File: src/design/noc_cfg_pkg.sv
/*
  Router configuration: network size limits and the default values
  for the allocator's top-level parameters
*/
`default_nettype none

package noc_cfg_pkg;

  // Largest router supported, fixes the width of port indices
  localparam int MAX_PORTS = 8;

  // Defaults for the switch allocator
  localparam int DEF_PORTS = 4;

  // Cycles that a granted input/output pair keeps the crossbar
  localparam int DEF_SLOT_SIZE = 8;

  // Messages one input FIFO can hold
  localparam int DEF_FIFO_DEPTH = 8;

  // Time of flight from allocator to crossbar, in cycles
  localparam int DEF_TOF = 2;

endpackage

`default_nettype wire
File: src/design/alloc_pkg.sv
/*
  Allocator encodings: binary output port numbers on the request side,
  one bit per port on the grant side and in the switch matrix
*/
`default_nettype none

package alloc_pkg;

  import noc_cfg_pkg::*;

  localparam int PORT_IDX_W = $clog2(MAX_PORTS);

  // Destination output of a request, binary
  typedef logic [PORT_IDX_W-1:0] port_idx_t;

  // One bit per port
  // Grant pulses use it per input, the switch matrix per output row
  // Bits at and above the configured port count stay zero
  typedef logic [MAX_PORTS-1:0] grant_vec_t;

endpackage

`default_nettype wire

File: src/design/switch_alloc.sv
/*
  Switch allocator top, joins the slot allocator to the crossbar
  configuration delay
*/
`default_nettype none

module switch_alloc
  import noc_cfg_pkg::*;
  import alloc_pkg::*;
#(
  parameter int PORTS      = DEF_PORTS,
  parameter int SLOT_SIZE  = DEF_SLOT_SIZE,
  parameter int FIFO_DEPTH = DEF_FIFO_DEPTH,
  parameter int TOF        = DEF_TOF
) (
  input  logic             clk,
  input  logic             rst,
  input  logic [PORTS-1:0] req_valid,
  input  port_idx_t        req_port     [PORTS],
  output grant_vec_t       grant_valid,
  output grant_vec_t       grant_switch [PORTS]
);

  grant_vec_t config_matrix [PORTS];

  if (PORTS < 1 || PORTS > MAX_PORTS) begin : g_bad_ports
    $error("PORTS must lie between 1 and %0d", MAX_PORTS);
  end

  slot_allocator #(
    .PORTS      (PORTS),
    .SLOT_SIZE  (SLOT_SIZE),
    .FIFO_DEPTH (FIFO_DEPTH)
  ) u_alloc (
    .clk           (clk),
    .rst           (rst),
    .req_valid     (req_valid),
    .req_port      (req_port),
    .grant_valid   (grant_valid),
    .config_matrix (config_matrix)
  );

  // Matrix reaches the crossbar TOF cycles after the grant
  config_delay #(
    .DEPTH (TOF),
    .PORTS (PORTS)
  ) u_delay (
    .clk  (clk),
    .rst  (rst),
    .din  (config_matrix),
    .dout (grant_switch)
  );

endmodule

`default_nettype wire

File: src/design/slot_allocator.sv
/*
  Slot allocator: pending-message counters per input/output pair, one
  round-robin arbiter per output, fixed-length slot timers, registered grants
*/
`default_nettype none

module slot_allocator
  import noc_cfg_pkg::*;
  import alloc_pkg::*;
#(
  parameter int PORTS      = DEF_PORTS,
  parameter int SLOT_SIZE  = DEF_SLOT_SIZE,
  parameter int FIFO_DEPTH = DEF_FIFO_DEPTH
) (
  input  logic             clk,
  input  logic             rst,
  input  logic [PORTS-1:0] req_valid,
  input  port_idx_t        req_port [PORTS],
  output grant_vec_t       grant_valid,
  output grant_vec_t       config_matrix [PORTS]
);

  localparam int CNT_W = $clog2(FIFO_DEPTH + 1);
  localparam int TMR_W = $clog2(SLOT_SIZE + 1);

  // Pending messages, indexed [input][output]
  logic [CNT_W-1:0] cnt     [PORTS][PORTS];
  logic [PORTS-1:0] req_hit [PORTS];  // [input] output named by this cycle's pulse
  logic [PORTS-1:0] elig    [PORTS];  // [input] outputs usable right now
  logic [PORTS-1:0] offer   [PORTS];  // [input] the one output it bids for
  logic [PORTS-1:0] arb_req [PORTS];  // [output] bidding inputs
  logic [PORTS-1:0] arb_gnt [PORTS];  // [output] winning input
  logic [PORTS-1:0] gnt_in  [PORTS];  // [input] granted output
  logic [PORTS-1:0] grant_any;

  // Remaining slot cycles per output, zero means expired
  logic [TMR_W-1:0] timer [PORTS];
  logic [PORTS-1:0] out_busy;
  logic [PORTS-1:0] in_busy;

  // Busy drops in the last slot cycle so the next slot starts back to back
  always_comb begin
    for (int o = 0; o < PORTS; o++) begin
      out_busy[o] = timer[o] > TMR_W'(1);
    end
    for (int i = 0; i < PORTS; i++) begin
      in_busy[i] = 1'b0;
      for (int o = 0; o < PORTS; o++) begin
        in_busy[i] = in_busy[i] | (config_matrix[o][i] & out_busy[o]);
      end
    end
  end

  // Each input bids only for its lowest eligible output,
  // so two arbiters never pick the same input in one cycle
  always_comb begin
    for (int i = 0; i < PORTS; i++) begin
      for (int o = 0; o < PORTS; o++) begin
        req_hit[i][o] = req_valid[i] && (req_port[i] == port_idx_t'(o));
        elig[i][o]    = (cnt[i][o] != '0) && !out_busy[o] && !in_busy[i];
      end
      offer[i] = elig[i] & (~elig[i] + PORTS'(1));
    end
    for (int o = 0; o < PORTS; o++) begin
      for (int i = 0; i < PORTS; i++) begin
        arb_req[o][i] = offer[i][o];
      end
    end
  end

  for (genvar o = 0; o < PORTS; o++) begin : g_arb
    rr_arbiter #(
      .N (PORTS)
    ) u_arb (
      .clk (clk),
      .rst (rst),
      .req (arb_req[o]),
      .gnt (arb_gnt[o])
    );
  end

  // Per-input view of the grants
  always_comb begin
    for (int i = 0; i < PORTS; i++) begin
      for (int o = 0; o < PORTS; o++) begin
        gnt_in[i][o] = arb_gnt[o][i];
      end
      grant_any[i] = |gnt_in[i];
    end
  end

  // A pulse and a grant on the same pair cancel out
  always_ff @(posedge clk) begin
    if (rst) begin
      for (int i = 0; i < PORTS; i++) begin
        for (int o = 0; o < PORTS; o++) begin
          cnt[i][o] <= '0;
        end
      end
    end else begin
      for (int i = 0; i < PORTS; i++) begin
        for (int o = 0; o < PORTS; o++) begin
          if (req_hit[i][o] && !gnt_in[i][o]) begin
            if (cnt[i][o] < CNT_W'(FIFO_DEPTH)) begin
              cnt[i][o] <= cnt[i][o] + 1'b1;
            end
          end else if (gnt_in[i][o] && !req_hit[i][o]) begin
            cnt[i][o] <= cnt[i][o] - 1'b1;
          end
        end
      end
    end
  end

  // Slot timers and held switch rows, grant pulses
  always_ff @(posedge clk) begin
    if (rst) begin
      for (int o = 0; o < PORTS; o++) begin
        timer[o]         <= '0;
        config_matrix[o] <= '0;
      end
      grant_valid <= '0;
    end else begin
      for (int o = 0; o < PORTS; o++) begin
        if (arb_gnt[o] != '0) begin
          timer[o]         <= TMR_W'(SLOT_SIZE);
          config_matrix[o] <= grant_vec_t'(arb_gnt[o]);
        end else if (timer[o] != '0) begin
          timer[o] <= timer[o] - 1'b1;
          if (timer[o] == TMR_W'(1)) begin
            config_matrix[o] <= '0;
          end
        end
      end
      grant_valid <= grant_vec_t'(grant_any);
    end
  end

  for (genvar i = 0; i < PORTS; i++) begin : g_chk_in
    a_one_output: assert property (@(posedge clk) disable iff (rst)
      $onehot0(gnt_in[i]))
      else $error("input %0d granted by more than one output", i);

    for (genvar o = 0; o < PORTS; o++) begin : g_chk_pair
      // A pulse into a full counter means a lost message
      a_no_overflow: assert property (@(posedge clk) disable iff (rst)
        !(req_hit[i][o] && !gnt_in[i][o] && (cnt[i][o] == CNT_W'(FIFO_DEPTH))))
        else $error("counter overflow, input %0d output %0d", i, o);
    end
  end

  for (genvar o = 0; o < PORTS; o++) begin : g_chk_row
    a_row_onehot: assert property (@(posedge clk) disable iff (rst)
      $onehot0(config_matrix[o]))
      else $error("switch row %0d connects several inputs", o);
  end

endmodule

`default_nettype wire

File: src/design/config_delay.sv
/*
  Crossbar configuration delay, a pipeline of whole switch matrices
  matching the time of flight to the switch
*/
`default_nettype none

module config_delay
  import noc_cfg_pkg::*;
  import alloc_pkg::*;
#(
  parameter int DEPTH = DEF_TOF,
  parameter int PORTS = DEF_PORTS
) (
  input  logic       clk,
  input  logic       rst,
  input  grant_vec_t din  [PORTS],
  output grant_vec_t dout [PORTS]
);

  if (DEPTH == 0) begin : g_wire
    assign dout = din;
  end else begin : g_pipe
    grant_vec_t stage [DEPTH][PORTS];

    always_ff @(posedge clk) begin
      if (rst) begin
        for (int s = 0; s < DEPTH; s++) begin
          for (int p = 0; p < PORTS; p++) begin
            stage[s][p] <= '0;
          end
        end
      end else begin
        stage[0] <= din;
        for (int s = 1; s < DEPTH; s++) begin
          stage[s] <= stage[s-1];
        end
      end
    end

    assign dout = stage[DEPTH-1];
  end

endmodule

`default_nettype wire

File: src/design/rr_arbiter.sv
/*
  Round-robin arbiter, combinational one-hot grant with a registered
  priority pointer that moves past each winner
*/
`default_nettype none

module rr_arbiter #(
  parameter int N = 2
) (
  input  logic         clk,
  input  logic         rst,
  input  logic [N-1:0] req,
  output logic [N-1:0] gnt
);

  localparam int PTR_W = (N > 1) ? $clog2(N) : 1;

  logic [PTR_W-1:0] ptr;
  logic [PTR_W-1:0] next_ptr;
  logic             found;

  // Scan from the pointer upwards, wrapping at N
  always_comb begin
    int idx;
    gnt      = '0;
    next_ptr = ptr;
    found    = 1'b0;
    for (int k = 0; k < N; k++) begin
      idx = int'(ptr) + k;
      if (idx >= N) begin
        idx = idx - N;
      end
      if (!found && req[idx]) begin
        found    = 1'b1;
        gnt[idx] = 1'b1;
        next_ptr = (idx == N - 1) ? '0 : PTR_W'(idx + 1);
      end
    end
  end

  // Pointer only moves when someone wins
  always_ff @(posedge clk) begin
    if (rst) begin
      ptr <= '0;
    end else if (found) begin
      ptr <= next_ptr;
    end
  end

  a_gnt_legal: assert property (@(posedge clk) disable iff (rst)
    $onehot0(gnt) && ((gnt & ~req) == '0))
    else $error("arbiter grant not one-hot or not requested");

endmodule

`default_nettype wire

File: config.mk
export PLATFORM = sky130hd
export DESIGN_NAME = switch_alloc
export DESIGN_NICKNAME = d
export VERILOG_FILES = /design/src/design/noc_cfg_pkg.sv /design/src/design/alloc_pkg.sv /design/src/design/switch_alloc.sv /design/src/design/slot_allocator.sv /design/src/design/config_delay.sv /design/src/design/rr_arbiter.sv
export SDC_FILE = /design/constraint.sdc
export NUM_CORES = 1
export LEC_CHECK = 0
export BUFFER_PORTS_ARGS = -buffer_cell sky130_fd_sc_hd__buf_2
export CAP_MARGIN = 0
export CORE_MARGIN = 2
export CORE_UTILIZATION = 45
export CTS_CLUSTER_SIZE = 28
export DETAILED_ROUTE_END_ITERATION = 8
export MAX_ROUTING_LAYER = met4
export PLACE_DENSITY = 0.68
export SYNTH_ARGS = -nofsm -noshare
export SYNTH_HDL_FRONTEND = slang
export SYNTH_SLANG_ARGS = --single-unit
File: constraint.sdc
create_clock -name clk -period 5.4 [get_ports clk]
set_input_delay 0.81 -clock clk [delete_from_list [all_inputs] [get_ports clk]]
set_output_delay 0.81 -clock clk [all_outputs]
set_load 0.005 [all_outputs]
==> impl_metrics.csv, run 1 <==
group,metric,value,unit
synth,synthMuxAreaShare,2.47,%
route,drc,0,
placement,dpl.hpwl,18.7,mm
worst_setup_path,endpoint_kind,"register",
hold_path,hold_start,"u_delay.g_pipe.stage[0][24]$_SDFF_PP0_",
synth,ys.flop_type,"edfxtp_1",
route,postRouteAntennaNets,0,
hold_path,holdPathStages,1,
grt,grt_pass1_vias,8043,
worst_setup_path,crit_fanout,8,
floorplan,start_util,45.7,%
placement,port_buffers,37,
route,totalWireLength,24.4,mm
sta,clock_skew,13.5,ps
clock_tree,clockRootBuffer,"clkbuf_16",
floorplan,fp.dieW,153,µm
synth,synth_adder_area_share,11.6,%
worst_setup_path,slowest_stage,"a211oi_1",
finish,area_delta_synth_final,10.6,%
sta,layout_setup_ws,342,ps
floorplan,core_area,0.0218,mm²
run_status,run_status,"complete, no violations",
clock_tree,cts_buffer_depth,2,
sta,setup_tns,0,ps
clock_tree,cts_setup_buffers,0,
finish,fillCellCount,2023,
worst_setup_path,start_kind,"register",
hold_path,hold_class,"reg2reg",
finish,seqCellArea,0.00360,mm²
sta,holdWs,438,ps
synth,synth_xor_area_share,2.90,%
placement,place_ws,358,ps
placement,gp_congestion,0.935,
clock_tree,cts.sinks,140,
grt,grt_use_total,21.8,%
synth,synth_enable_flop_cells,80,
synth,syn_avg_cell_area,9.03,µm²
worst_setup_path,crit_arrival,5340,ps
worst_setup_path,reg2reg_depth,18,
clock_tree,numCtsBuffers,17,
synth,synth_seq_cells,140,
synth,ys_types,87,
route,routed_via_density,5.76,
sta,hold_violations,0,
finish,nets,1251,
clock_tree,clk_pin_slew,70,ps
route,drtIter0Drc,444,
floorplan,die_h,153,µm
worst_setup_path,crit_type,"reg2reg",
floorplan,core.rowCount,54,
clock_tree,clkLatencyLatePin,430,ps
synth,synth_compound_area_share,17.5,%
synth,synth_top_family_by_area,"simple AND/OR/NAND/NOR gates",
sta,slew_viol_final,0,
worst_setup_path,rr_endpoint,"u_alloc.cnt[3][7]$_SDFFCE_PN0P_",
synth,async_reset_ff_share,0,%
grt,gr-total-overflow,0,
sta,fmax,198,MHz
sta,slew_headroom,47.1,%
route,wire_per_inst,16.9,µm
sta,finalCritPeriodShare,93.7,%
synth,syn_inst,1105,
route,drt_first_pass_iters,5,
floorplan,ios,58,
clock_tree,h-tree-depth,4,
finish,diodes,0,
worst_setup_path,ff2ff_setup_slack,340,ps
finish,layout-drive-gt1-share,10.5,%
worst_setup_path,worstReg2RegStart,"u_alloc.timer[3][0]$_SDFFCE_PN0P_",
sta,fin_crit,5060,ps
synth,synthSimpleGateAreaFrac,23.1,%
worst_setup_path,required,5690,ps
grt,grt_antenna_before_repair,0,
synth,yosysSeqAreaShare,36.1,%
run,maxCapViolCount,0,
sta,setup_viol,0,
route,vias,8308,
hold_path,min_to,"u_delay.g_pipe.stage[1][24]$_SDFF_PP0_",
sta,rsz0062_at_grt,"false",
synth,syn-cell-area,0.00998,mm²
worst_setup_path,max_stage_delay,510,ps
clock_tree,cts_tree,"yes",
sta,worst_pin_slew,786,ps
worst_setup_path,crit_chain,"inv_1 -> ha_1 -> nor2_1 -> o21ai_0 -> nand4_1 -> nor3_1 -> a211oi_1 -> or2_0 -> a311oi_1 -> a21oi_1 -> nor2_1 -> o21ai_0 -> inv_1 -> ha_1 -> a21o_1 -> a21o_1 -> or4_1 -> a21oi_1",
grt,grt_pass1_wl,40.6,mm
finish,multiInputGateArea,0.00582,mm²
floorplan,die_area,0.0234,mm²
synth,yosysWarnings,0,
grt,grt_max_degree,58,
per-layer routing:
metal  GRT usage (%)  share of wire, %  wire length, µm
met4            8.60               3.5              861
met1            27.5                44            10800
met2            34.8                47            11400
met5               -                 0                0
met3            4.28               5.5             1350
per-stage QoR:
stage / area [µm²] / utilization (%) / instances
6_report: 11000 / 50.6 / 1442
5_1_grt: 11000 / 50.6 / 1442
4_1_cts: 11000 / 50.6 / 1442
3_5_place_dp: 10400 / 47.9 / 1410
3_3_place_gp: 10400 / 47.9 / 1410
2_1_floorplan: 10000 / - / 1124
cell families (layout without fill, tap and decap cells):
group / after synthesis / in the layout
XOR/XNOR: 33 / 33
AO/OA/AOI/OAI: 246 / 246
buffers and inverters: 137 / 175
adder cells (fa/ha/maj): 84 / 84
multiplexers: 17 / 17
AND/OR/NAND/NOR: 447 / 447
flip-flops: 140 / 140
other: 1 / 20
repair_timing:
item	in CTS	in global routing
hold buffers	0	0
setup endpoints to repair	0	7
resized for setup	0	1
layout by cell type (no fill, tap or decap), types with 27 or more instances in the layout:
cell type / synthesis / layout
a21o_1: 27 / 27
o21ai_0: 40 / 40
inv_1: 82 / 82
nor2_1: 138 / 137
ha_1: 70 / 70
a21oi_1: 47 / 47
edfxtp_1: 80 / 80
nor3_1: 32 / 32
nor2b_1: 41 / 41
dfxtp_1: 60 / 60
nand2_1: 68 / 68
buf_2: 4 / 37
worst max-delay path: cells and delay by family (launching register included):
| family | cells | cell delay [ps] |
|---|---|---|
| compound gates | 8 | 2070 |
| simple gates | 6 | 1750 |
| flops | 1 | 390 |
| fa+ha+maj | 2 | 520 |
| buf+inv | 2 | 200 |
cell usage after synthesis, drive strengths merged, types with 5 or more instances:
library cell | instances | area share [%]
a211oi | 13 | 1.0
a21o | 27 | 2.0
a21oi | 48 | 2.4
a221oi | 7 | 0.74
a22o | 5 | 0.44
a2bb2oi | 5 | 0.50
a31oi | 12 | 0.82
and2 | 18 | 1.1
and3 | 9 | 0.56
and4 | 15 | 1.3
buf | 30 | 2.3
clkbuf | 22 | 0.83
dfxtp | 60 | 12
edfxtp | 80 | 24
fa | 14 | 2.8
ha | 70 | 8.8
inv | 82 | 3.1
mux2i | 10 | 1.0
mux4 | 6 | 1.4
nand2 | 68 | 2.6
nand2b | 8 | 0.50
nand3 | 23 | 1.2
nand4 | 13 | 0.82
nor2 | 138 | 5.2
nor2b | 41 | 2.6
nor3 | 32 | 1.6
nor3b | 6 | 0.45
nor4 | 21 | 1.4
o21ai | 47 | 2.4
o22ai | 6 | 0.38
o2bb2ai | 10 | 0.88
o31a | 5 | 0.44
o31ai | 5 | 0.38
or2 | 13 | 0.84
or3 | 24 | 1.6
or4 | 8 | 0.60
xnor2 | 18 | 1.6
xor2 | 15 | 1.3
registers in the layout (all words and copies together) (netlist names):
name and flops:
u_alloc.config_matrix 16, u_alloc.g_arb.u_arb.ptr 8, u_delay.g_pipe.stage 32, u_alloc.grant_valid 4, u_alloc.cnt 64, u_alloc.timer 16
how the worst max path moves through the flow:
stage,from,cells past startpoint,slack [ps],to
after floorplan,u_alloc.timer[2][0]$_SDFFCE_PN0P_,19,890,u_alloc.cnt[3][3]$_SDFFCE_PN0P_
after global placement,u_alloc.timer[0][0]$_SDFFCE_PN0P_,18,560,u_alloc.cnt[3][3]$_SDFFCE_PN0P_
after detailed placement,u_alloc.timer[0][0]$_SDFFCE_PN0P_,18,360,u_alloc.cnt[3][7]$_SDFFCE_PN0P_
after CTS,u_alloc.timer[0][0]$_SDFFCE_PN0P_,18,350,u_alloc.cnt[3][3]$_SDFFCE_PN0P_
after global routing,u_alloc.timer[3][0]$_SDFFCE_PN0P_,18,30,u_alloc.cnt[3][7]$_SDFFCE_PN0P_
final,u_alloc.timer[3][0]$_SDFFCE_PN0P_,18,340,u_alloc.cnt[3][7]$_SDFFCE_PN0P_
layout make-up:
cell class	instances	share of cell area [%]
clock buffers	17	3.85
repair buffers	58	3.22
well taps	280	3.17
multi-input cells	847	52.7
inverters	85	2.89
flip-flops and latches	140	32.6
clock inverters	15	1.51
Power of run 1 is not shown: default switching activity piles up to over one toggle a cycle in this logic, so the estimate is an artifact.
==> inputs of run 2 (changes only) <==
CELL_PAD_IN_SITES_DETAIL_PLACEMENT = 0   (was unset)
CELL_PAD_IN_SITES_GLOBAL_PLACEMENT = 1   (was unset)
CORE_MARGIN = 3   (was 2)
PLACE_DENSITY = 0.74   (was 0.68)
==> run 2 against run 1 <==
- die area increased by 2.6%
- register-to-register slack improved by 70 ps
- count of clock-buffer cells in the layout increased by 5
- non-clock buffer count increased by 8
- core utilization increased by 1.2 points
- clock skew increased by 0.79 ps
- critical path depth decreased by 2
- first-iteration DRC count increased by 7.9%
- wire length increased by 3.2%
==> impl_metrics.csv, run 2 (same netlist as run 1, synthesis figures left out) <==
group,metric,value,unit
clock_tree,cts_buffer_depth,2,
finish,nets,1259,
finish,largest_reg_flops,64,
placement,placed_area,0.0105,mm²
finish,final_cell_mix,"nor2_1 (137), inv_1 (82), edfxtp_1 (80)",
hold_path,hold_start,"u_delay.g_pipe.stage[0][10]$_SDFF_PP0_",
pwr,max-vdd-ir-drop,340,µV
clock_tree,cts_tree,"yes",
sta,setup_viol,0,
worst_setup_path,crit_arrival,5260,ps
sta,fin_crit,4990,ps
pwr,power.density,755,mW/mm²
sta,finalCritPeriodShare,92.4,%
route,totalWireLength,25.2,mm
worst_setup_path,worstReg2RegStart,"u_alloc.cnt[0][5]$_SDFFCE_PP0P_",
hold_path,holdPathStages,1,
clock_tree,holdBufCountCts,0,
worst_setup_path,crit_type,"reg2reg",
route,routed-wl-met2,11.3,mm
clock_tree,clkLatencyLatePin,430,ps
finish,reg_top3,"u_alloc.cnt x64, u_delay.g_pipe.stage x32",
worst_setup_path,crit_fanout,15,
clock_tree,h-tree-depth,4,
worst_setup_path,slowest_stage,"mux4_2",
worst_setup_path,cp_common_cell,"a21o_1",
sta,slew_headroom,47.4,%
sta,worst_pin_slew,790,ps
finish,area_delta_synth_final,11.2,%
sta,rsz0062_at_grt,"false",
route,drt_first_pass_iters,5,
sta,setup_tns,0,ps
clock_tree,clk_pin_slew,60,ps
finish,fillCellCount,2010,
grt,gr-total-overflow,0,
worst_setup_path,reg2reg_depth,16,
clock_tree,clockRootBuffer,"clkbuf_16",
grt,grt_antenna_before_repair,1,
route,wire_per_inst,17.4,µm
finish,regMostFlops,"u_alloc.cnt",
pwr,power.total,8.38,mW
worst_setup_path,endpoint_kind,"register",
floorplan,die_area,0.0240,mm²
floorplan,start_util,46.6,%
worst_setup_path,rr_endpoint,"u_alloc.cnt[3][3]$_SDFFCE_PN0P_",
grt,grt_pass1_vias,7654,
sta,holdWs,436,ps
placement,dpl.hpwl,19.4,mm
floorplan,fp.dieW,155,µm
clock_tree,numCtsBuffers,17,
route,top_layer,"met4",
hold_path,min_to,"u_delay.g_pipe.stage[1][10]$_SDFF_PP0_",
floorplan,ios,58,
route,postRouteAntennaNets,0,
worst_setup_path,start_kind,"register",
placement,gp_congestion,0.925,
worst_setup_path,critPathTopFamily,"simple AND/OR/NAND/NOR gates",
finish,diodes,0,
placement,port_buffers,37,
route,wl_met3,1.15,mm
sta,hold_violations,0,
hold_path,hold_class,"reg2reg",
clock_tree,cts.sinks,140,
clock_tree,cts_resized,0,
sta,fmax,200,MHz
route,wl_met1,12.1,mm
grt,grt_max_degree,46,
floorplan,die_h,155,µm
worst_setup_path,worst-path-buf-inv,1,
route,routed_via_density,5.72,
finish,final_area,0.0111,mm²
worst_setup_path,max_stage_delay,620,ps
finish,layout-drive-gt1-share,11.0,%
pwr,leakage,4.74,nW
worst_setup_path,crit_chain,"nor4_1 -> nor3_1 -> or4_1 -> or3_4 -> mux4_2 -> a21boi_0 -> a21oi_1 -> a31oi_2 -> or3_1 -> inv_1 -> ha_1 -> a21o_1 -> a21o_1 -> or3_1 -> a21o_1 -> a21oi_1",
worst_setup_path,ff2ff_setup_slack,410,ps
route,drtIter0Drc,479,
floorplan,core.rowCount,53,
run_status,run_status,"complete, no violations",
grt,grt_pass1_wl,40.3,mm
route,drc,0,
route,vias,8259,
sta,clock_skew,14.3,ps
floorplan,core_area,0.0214,mm²
sta,slew_viol_final,0,
finish,final_common_cell,"nor2_1",
run,maxCapViolCount,0,
grt,grt_use_total,21.6,%
worst_setup_path,required,5670,ps
clock_tree,cts_setup_buffers,0,
==> run 2: cell count changes in the layout (fill, tap and decap cells not counted), sizes merged <==
cell    delta
inv        -5
clkinv     -1
clkbuf     +5
bufinv     +1
buf        +8
==> run 2: per-layer routing <==
metal	global-route usage, %	vias to the layer above
met5	-	-
met4	6.52	0
met3	3.50	36
met2	32.7	218
met1	30.0	3902
li1	-	4103
==> run 2: how the worst max path moves through the flow <==
stage                                                 start                         endpoint  slack, ps  cells after the start
after detailed placement    u_alloc.cnt[0][5]$_SDFFCE_PP0P_  u_alloc.cnt[3][3]$_SDFFCE_PN0P_        370                     16
after floorplan           u_alloc.timer[2][0]$_SDFFCE_PN0P_  u_alloc.cnt[3][3]$_SDFFCE_PN0P_        890                     19
after global routing      u_alloc.timer[2][0]$_SDFFCE_PN0P_  u_alloc.cnt[3][3]$_SDFFCE_PN0P_         50                     18
after CTS                   u_alloc.cnt[0][5]$_SDFFCE_PP0P_  u_alloc.cnt[3][3]$_SDFFCE_PN0P_        380                     16
final                       u_alloc.cnt[0][5]$_SDFFCE_PP0P_  u_alloc.cnt[3][3]$_SDFFCE_PN0P_        410                     16
after global placement      u_alloc.cnt[0][4]$_SDFFCE_PP0P_  u_alloc.cnt[3][3]$_SDFFCE_PN0P_        510                     16
==> run 2: worst register-to-register path, stage by stage, from the launching register on <==
cell and delay, ps:
edfxtp_1 420, nor4_1 600, nor3_1 200, or4_1 550
or3_4 370, mux4_2 620, a21boi_0 200, a21oi_1 170
a31oi_2 50, or3_1 360, inv_1 90, ha_1 220
a21o_1 170, a21o_1 190, or3_1 300, a21o_1 160
a21oi_1 130
==> run 2: report_power, final <==
group	switching (mW)	internal (mW)
logic	3.07	2.07
registers	0.335	1.71
clock network	0.486	0.706
==> run 2: layout make-up <==
class	instances	area, µm²	share of cell area [%]
multi-input combinational	847	5820	52.4
sequential	140	3600	32.5
clock buffer	22	495	4.46
timing repair buffer	66	415	3.74
tap	275	344	3.10
inverter	85	319	2.87
clock inverter	10	101	0.913
==> run 2: per-stage QoR <==
stage | utilization (%) | worst slack, ps | instances
final | 51.8 | 410 | 1445
after global routing | 51.8 | 48.6 | 1445
after CTS | 51.8 | 379 | 1445
after detailed placement | 49.0 | 369 | 1413
after global placement | 49.0 | 514 | 1413
after floorplan | - | 891 | 1124
Note: power is estimated with default switching activity, not from simulation.
